### config.mk
export PLATFORM = sky130hd
export DESIGN_NAME = fifo_top
export DESIGN_NICKNAME = d
export VERILOG_FILES = /design/src/hw/fifo_pkg.sv /design/src/hw/fifo_ctrl.sv /design/src/hw/fifo_mem_1r1w.sv /design/src/hw/fifo_top.sv
export SDC_FILE = /design/constraint.sdc
export NUM_CORES = 1
export LEC_CHECK = 0
export BUFFER_PORTS_ARGS = -buffer_cell sky130_fd_sc_hd__buf_4
export CAP_MARGIN = 5
export CORE_MARGIN = 10
export CORE_UTILIZATION = 60
export CTS_CLUSTER_DIAMETER = 50
export CTS_CLUSTER_SIZE = 10
export DETAILED_ROUTE_END_ITERATION = 6
export PLACE_DENSITY = 0.8
export SETUP_SLACK_MARGIN = 0.3
export SLEW_MARGIN = 20
export SYNTH_ARGS = -nofsm -noshare
export SYNTH_HDL_FRONTEND = slang
export SYNTH_SLANG_ARGS = --single-unit
export TNS_END_PERCENT = 100
### constraint.sdc
create_clock -name clk -period 6.4 [get_ports clk]
set_input_delay 0.96 -clock clk [delete_from_list [all_inputs] [get_ports clk]]
set_output_delay 0.96 -clock clk [all_outputs]
set_load 0.005 [all_outputs]
### src/hw/fifo_pkg.sv
package fifo_pkg;

	// ********************************************************************
	// Queue geometry
	// ********************************************************************

	// Number of entries held in the storage array
	localparam int FIFO_DEPTH = 8;

	// Word width carried from producer to consumer
	localparam int DATA_WIDTH = 16;

	// Granule covered by one write permit bit
	localparam int BYTE_WIDTH = 8;

	// ********************************************************************
	// Derived widths
	// ********************************************************************

	// Permit bits per word, rounded up for a partial last granule
	localparam int NUM_BYTES = (DATA_WIDTH + BYTE_WIDTH - 1) / BYTE_WIDTH;

	// Index width for addressing every entry
	localparam int PTR_WIDTH = $clog2(FIFO_DEPTH);

	// One extra bit so the count can reach FIFO_DEPTH
	localparam int LEVEL_WIDTH = PTR_WIDTH + 1;

endpackage

### src/hw/fifo_ctrl.sv
`timescale 1ns/1ps

module fifo_ctrl
	import fifo_pkg::*;
(
	input  logic                   clk,
	input  logic                   arst_n,

	// Strobes from producer and consumer
	input  logic                   push,
	input  logic                   pop,

	// Storage write side
	output logic [PTR_WIDTH-1:0]   mem_windex,
	output logic                   mem_wenable,
	output logic [NUM_BYTES-1:0]   mem_wpermit,

	// Storage read side
	output logic [PTR_WIDTH-1:0]   mem_rindex,
	output logic                   mem_renable,

	// Status towards the outside
	output logic                   pop_valid,
	output logic                   full,
	output logic                   empty,
	output logic [LEVEL_WIDTH-1:0] level,
	output logic                   error
);

	// ********************************************************************
	// Acceptance
	// ********************************************************************

	// Write and read pointers into the array
	logic [PTR_WIDTH-1:0] wr_ptr;
	logic [PTR_WIDTH-1:0] rd_ptr;

	// Strobes that actually move data
	logic push_ok;
	logic pop_ok;

	// Occupancy after the current edge
	logic [LEVEL_WIDTH-1:0] level_next;

	// A push needs room, a pop needs a word
	assign push_ok = push & ~full;
	assign pop_ok  = pop & ~empty;

	// ********************************************************************
	// Storage strobes
	// ********************************************************************

	// Write lands at the tail in the same edge as the push
	assign mem_windex  = wr_ptr;
	assign mem_wenable = push_ok;

	// Whole words only, every byte permitted
	assign mem_wpermit = '1;

	// Head word is registered by the storage on an accepted pop
	assign mem_rindex  = rd_ptr;
	assign mem_renable = pop_ok;

	// ********************************************************************
	// Pointers
	// ********************************************************************

	// Tail pointer, wraps after the last slot
	always_ff @(posedge clk or negedge arst_n)
	begin
		if (!arst_n)
			wr_ptr <= '0;
		else if (push_ok)
		begin
			if (wr_ptr == PTR_WIDTH'(FIFO_DEPTH - 1))
				wr_ptr <= '0;
			else
				wr_ptr <= wr_ptr + 1'b1;
		end
	end

	// Head pointer, same wrap rule
	always_ff @(posedge clk or negedge arst_n)
	begin
		if (!arst_n)
			rd_ptr <= '0;
		else if (pop_ok)
		begin
			if (rd_ptr == PTR_WIDTH'(FIFO_DEPTH - 1))
				rd_ptr <= '0;
			else
				rd_ptr <= rd_ptr + 1'b1;
		end
	end

	// ********************************************************************
	// Occupancy and flags
	// ********************************************************************

	// Push and pop together leave the count alone
	always_comb
	begin
		level_next = level;
		case ({push_ok, pop_ok})
			2'b10: level_next = level + 1'b1;
			2'b01: level_next = level - 1'b1;
			default: level_next = level;
		endcase
	end

	// Count and its flags all settle one edge after the strobes
	always_ff @(posedge clk or negedge arst_n)
	begin
		if (!arst_n)
		begin
			level <= '0;
			full  <= 1'b0;
			empty <= 1'b1;
		end
		else
		begin
			level <= level_next;
			full  <= (level_next == LEVEL_WIDTH'(FIFO_DEPTH));
			empty <= (level_next == '0);
		end
	end

	// Valid marks the cycle where the popped word sits on the output
	// Error pulses once for each misused strobe
	always_ff @(posedge clk or negedge arst_n)
	begin
		if (!arst_n)
		begin
			pop_valid <= 1'b0;
			error     <= 1'b0;
		end
		else
		begin
			pop_valid <= pop_ok;
			error     <= (push & full) | (pop & empty);
		end
	end

endmodule

### src/hw/fifo_mem_1r1w.sv
`timescale 1ns/1ps

module fifo_mem_1r1w
	import fifo_pkg::*;
(
	input  logic                  clk,

	// Write side
	input  logic [PTR_WIDTH-1:0]  windex,
	input  logic                  wenable,
	input  logic [NUM_BYTES-1:0]  wpermit,
	input  logic [DATA_WIDTH-1:0] wdata,

	// Read side
	input  logic [PTR_WIDTH-1:0]  rindex,
	input  logic                  renable,
	output logic [DATA_WIDTH-1:0] rdata_async,
	output logic [DATA_WIDTH-1:0] rdata_sync
);

	// ********************************************************************
	// Storage and write mask
	// ********************************************************************

	// Entry array, one word per slot
	logic [DATA_WIDTH-1:0] mem [0:FIFO_DEPTH-1];

	// Per-bit write strobe built from enable and byte permit
	logic [DATA_WIDTH-1:0] wmask;

	// Each data bit follows the permit of the byte it sits in
	always_comb
	begin
		wmask = '0;
		if (wenable)
		begin
			for (int j = 0; j < DATA_WIDTH; j++)
			begin
				wmask[j] = wpermit[j / BYTE_WIDTH];
			end
		end
	end

	// Known contents at simulation start
	// Array itself has no reset
	initial
	begin
		for (int k = 0; k < FIFO_DEPTH; k++)
		begin
			mem[k] = '0;
		end
	end

	// Bit-granular write into the addressed entry
	// Unmasked bits keep their old value
	always @(posedge clk)
	begin
		for (int i = 0; i < DATA_WIDTH; i++)
		begin
			if (wmask[i])
				mem[windex][i] <= wdata[i];
		end
	end

	// ********************************************************************
	// Read paths
	// ********************************************************************

	// Combinational look-up of the read entry
	assign rdata_async = mem[rindex];

	// Registered copy, updated only on a read strobe
	// Holds its value between strobes
	always_ff @(posedge clk)
	begin
		if (renable)
			rdata_sync <= rdata_async;
	end

endmodule

### src/hw/fifo_top.sv
`timescale 1ns/1ps

module fifo_top
	import fifo_pkg::*;
(
	input  logic                   clk,
	input  logic                   arst_n,

	// Producer side
	input  logic                   push,
	input  logic [DATA_WIDTH-1:0]  push_data,

	// Consumer side
	input  logic                   pop,
	output logic [DATA_WIDTH-1:0]  pop_data,
	output logic                   pop_valid,

	// Queue status
	output logic                   full,
	output logic                   empty,
	output logic [LEVEL_WIDTH-1:0] level,
	output logic                   error
);

	// ********************************************************************
	// Controller to storage wiring
	// ********************************************************************

	logic [PTR_WIDTH-1:0] mem_windex;
	logic                 mem_wenable;
	logic [NUM_BYTES-1:0] mem_wpermit;
	logic [PTR_WIDTH-1:0] mem_rindex;
	logic                 mem_renable;

	// Pointers, count, flags and strobes
	fifo_ctrl u_fifo_ctrl (
		.clk         (clk),
		.arst_n      (arst_n),
		.push        (push),
		.pop         (pop),
		.mem_windex  (mem_windex),
		.mem_wenable (mem_wenable),
		.mem_wpermit (mem_wpermit),
		.mem_rindex  (mem_rindex),
		.mem_renable (mem_renable),
		.pop_valid   (pop_valid),
		.full        (full),
		.empty       (empty),
		.level       (level),
		.error       (error)
	);

	// Word storage
	// Write data comes straight from the producer
	// Popped word is taken from the registered read port
	fifo_mem_1r1w u_fifo_mem_1r1w (
		.clk         (clk),
		.windex      (mem_windex),
		.wenable     (mem_wenable),
		.wpermit     (mem_wpermit),
		.wdata       (push_data),
		.rindex      (mem_rindex),
		.renable     (mem_renable),
		.rdata_async (),
		.rdata_sync  (pop_data)
	);

endmodule

==> impl_summary.log <==
[metrics] clock-pin slew of the registers on the worst-case setup and hold paths: 0.06 ns
[metrics] HPWL reported at the end of detailed placement: 6245 microns
[metrics] CTS hold repair buffers: 0
[metrics] overall routing resource usage: 16.09%
[metrics] post-placement cell area: 0.006589 sq mm
[metrics] top cells by area, synth: edfxtp_1, mux4_2, dfrtp_1
[metrics] reported max-cap violation count: 0
[metrics] number of failing setup endpoints in the final timing report: 0
[metrics] mean routed wirelength per cell: 22.57 microns
[metrics] vertical die dimension: 120.6 microns
[metrics] max-slew headroom at the worst pin: 28.16%
[metrics] vias in the first global route: 3095
[metrics] routed vias: 2858
[metrics] root buf cell: clkbuf_8
[metrics] PortBufs: 43
[metrics] run status: finished clean
[metrics] number of cell rows: 36
[metrics] number of antenna diodes: 0
[metrics] unrepaired setup endpoints after global routing: no
[metrics] Yosys warning count: 0
[metrics] CTS tree: built
[metrics] global-route congestion overflow total: 0
[metrics] Critical Path AT: 3.29 ns
[metrics] CP startpoint kind: input port
[metrics] maximum fanout encountered on the critical timing path: 11
[metrics] count of H-tree levels built during CTS: 4
[metrics] worst hold slack: 0.2904 ns
[metrics] leading cell types by count after synthesis: edfxtp_1, mux4_2, mux2_2
[metrics] post-synthesis average cell area: 21.32 sq um
[metrics] peak ir drop on the vdd network: 0.2082 mV
[metrics] clock tree buffer depth: 2
[metrics] worst-case register-to-register setup slack: 3.70 ns
[metrics] power density over the cells: 467.7 mW/mm^2
[metrics] top cell type's share of synthesized area: 71.17%
[metrics] final-layout setup total negative slack: 0 ns
[metrics] wire length of the first global-routing pass: 17480 microns
[metrics] min Tclk post-route: 2.846 ns
[metrics] Top-Level Pins: 44
[metrics] Placement Setup Slack: 3.045 ns
[metrics] type of destination of the critical path: flop
[metrics] required arrival time at the worst endpoint: 6.85 ns
[metrics] hold violation total from the final report: 0
[metrics] highest attainable clock frequency: 351.3 MHz
[metrics] share of synthesized area occupied by flip-flops and latches: 76.96%
[metrics] Post-Layout Inst Area: 0.007149 sq mm
[metrics] DRC violation count after routing: 0
[metrics] ratio of final minimum period to clock period: 44.47%
[metrics] Clock Sinks: 158
[metrics] remaining antenna violation count: 0
[metrics] number of instances resized during post-cts repair: 0
[metrics] post-synthesis instance area: 0.006076 sq mm
[metrics] core region area: 0.009819 sq mm
[metrics] total of flip-flops plus latches after synthesis: 158
[metrics] library cell with the highest instance count after synthesis: edfxtp_1
[metrics] Post-synth EDFFs: 144
[metrics] DRC violation total after the first TritonRoute iteration: 222
[metrics] final net count: 364
[metrics] total wire length after detailed routing: 10920 microns
[metrics] Critical Setup Path Class: in2reg
[metrics] transition time at the pin with the least slew margin: 1.074 ns
[metrics] Layout Area Growth over Synthesis: 17.67%
[metrics] Clk Latency, worst-skew pair: 0.52 ns
[metrics] synthesized instance count: 285
[metrics] pin count of the biggest net entering global routing: 35
[metrics] layout cells sized above 1: 40.17%
[metrics] number of max-slew violations in the final report: 0
[metrics] share of async-settable or async-resettable flops after synthesis: 8.861%
[metrics] Power Total: 3.344 mW
[metrics] number of detailed-route iterations in the first pass: 4
[metrics] launching element of the worst setup path: push
[metrics] die outline width: 120.6 microns
[metrics] setup bufs post-CTS: 0
[metrics] path type of the worst min-delay path: in2async
[metrics] smallest setup slack after layout: 3.554 ns
[metrics] capture point of the worst path: u_fifo_ctrl.full
[metrics] R2R Path Start: u_fifo_ctrl.full
[metrics] syn nets: 311
[metrics] initial core utilization: 61.88%
[metrics] static leakage power: 2.463 nW
[metrics] placer congestion estimate: 0.7696
[metrics] setup clock skew after layout: 0.009371 ns
[metrics] cell type with the highest aggregate area in the netlist: edfxtp_1
[metrics] Yosys cell types: 37
[metrics] total CTS buffers: 17
[metrics] die footprint: 0.01455 sq mm
[metrics] top flip-flop cell by instance count after synthesis: edfxtp_1
[metrics] number of cells on the worst reg-to-reg path: 10
[metrics] endpoint of the worst register-to-register path: u_fifo_ctrl.full
[metrics] via/cell ratio: 5.905
[metrics] initial antenna violation count: 0
## cells in the final DEF, fill, tap and decap left out, types with 2 or more instances in the layout
master / count
edfxtp_1: 144
buf_4: 48
mux4_2: 32
mux2_2: 17
clkbuf_16: 16
nand2_1: 14
dfrtp_1: 11
nor2_1: 6
ha_1: 6
nor3_4: 4
clkinv_4: 4
nand3b_1: 3
xnor2_1: 3
clkinv_2: 3
inv_2: 2
inv_1: 2
o21ai_0: 2
nand2b_1: 2
nor3_1: 2
inv_6: 2
clkinv_1: 2
bufinv_16: 2
dfrtp_2: 2
## sequential cells by signal, summed over array words and instances, names as in the netlist
signal and count:
u_fifo_ctrl.error 1, u_fifo_ctrl.mem_windex 3, u_fifo_ctrl.level 4, u_fifo_ctrl.full 1
u_fifo_ctrl.pop_valid 1, u_fifo_mem_1r1w.mem 128, u_fifo_mem_1r1w.rdata_sync 16, u_fifo_ctrl.mem_rindex 3
u_fifo_ctrl.empty 1
## routing by layer
| metal | vias up | part of all wire (%) | global-route usage (%) |
|---|---|---|---|
| li1 | 1269 | - | - |
| met5 | - | 0 | 0 |
| met4 | 0 | 1.6 | 6.863 |
| met1 | 1483 | 42 | 19.99 |
| met3 | 14 | 5.5 | 4.374 |
| met2 | 92 | 51 | 26.16 |
## worst max-delay path, cell delays in order
cell and delay (ns):
buf_4 0.08, nor2b_1 0.44, inv_2 0.25, nand2_1 0.14, xnor2_1 0.12, ha_1 0.16, a21oi_1 0.05, or3_4 0.35
a2111o_1 0.41, a31o_1 0.23, nor2b_2 0.10
## through the flow
step                utilization [%]  cells
detailed placement            67.10    452
floorplan                         -    285
finish                        72.81    484
global route                  72.81    484
global placement              67.10    452
CTS                           72.81    484
## area by class of cell
| type | count | area (sq um) |
|---|---|---|
| Tap cell | 133 | 166.4 |
| Multi-Input combinational cell | 109 | 1369 |
| Inverter | 4 | 15.01 |
| Sequential cell | 158 | 4678 |
| Timing Repair Buffer | 48 | 360.3 |
| Clock inverter | 14 | 142.6 |
| Fill cell | 603 | 2670 |
| Clock buffer | 18 | 417.9 |
## power breakdown
group,total (mW),internal [mW],leakage (nW),switching (mW)
logic,0.828,0.466,0.702,0.362
registers,1.57,1.39,1.49,0.186
clock network,0.943,0.554,0.274,0.388
## worst min path at each step
stage	startpoint	end
after global placement	u_fifo_ctrl.level[3]	u_fifo_ctrl.level[3]
after floorplan	u_fifo_ctrl.level[3]	u_fifo_ctrl.level[3]
after global routing	arst_n	u_fifo_ctrl.error
after detailed placement	u_fifo_ctrl.level[3]	u_fifo_ctrl.level[3]
final	arst_n	u_fifo_ctrl.level[2]
after CTS	arst_n	u_fifo_ctrl.level[2]
## cells by family (layout without fill, tap and decap cells)
| kind of cell | after synthesis | after routing | share of synthesized area [%] |
|---|---|---|---|
| adder cells (fa/ha/maj) | 6 | 6 | 1.236 |
| buffers and inverters | 18 | 84 | 1.359 |
| multiplexers | 49 | 49 | 15.01 |
| AND/OR/NAND/NOR | 39 | 39 | 3.460 |
| AO/OA/AOI/OAI | 11 | 11 | 1.400 |
| flip-flops | 158 | 158 | 76.96 |
| XOR/XNOR | 4 | 4 | 0.5767 |
No activity file was read; power rests on OpenSTA's default activity.
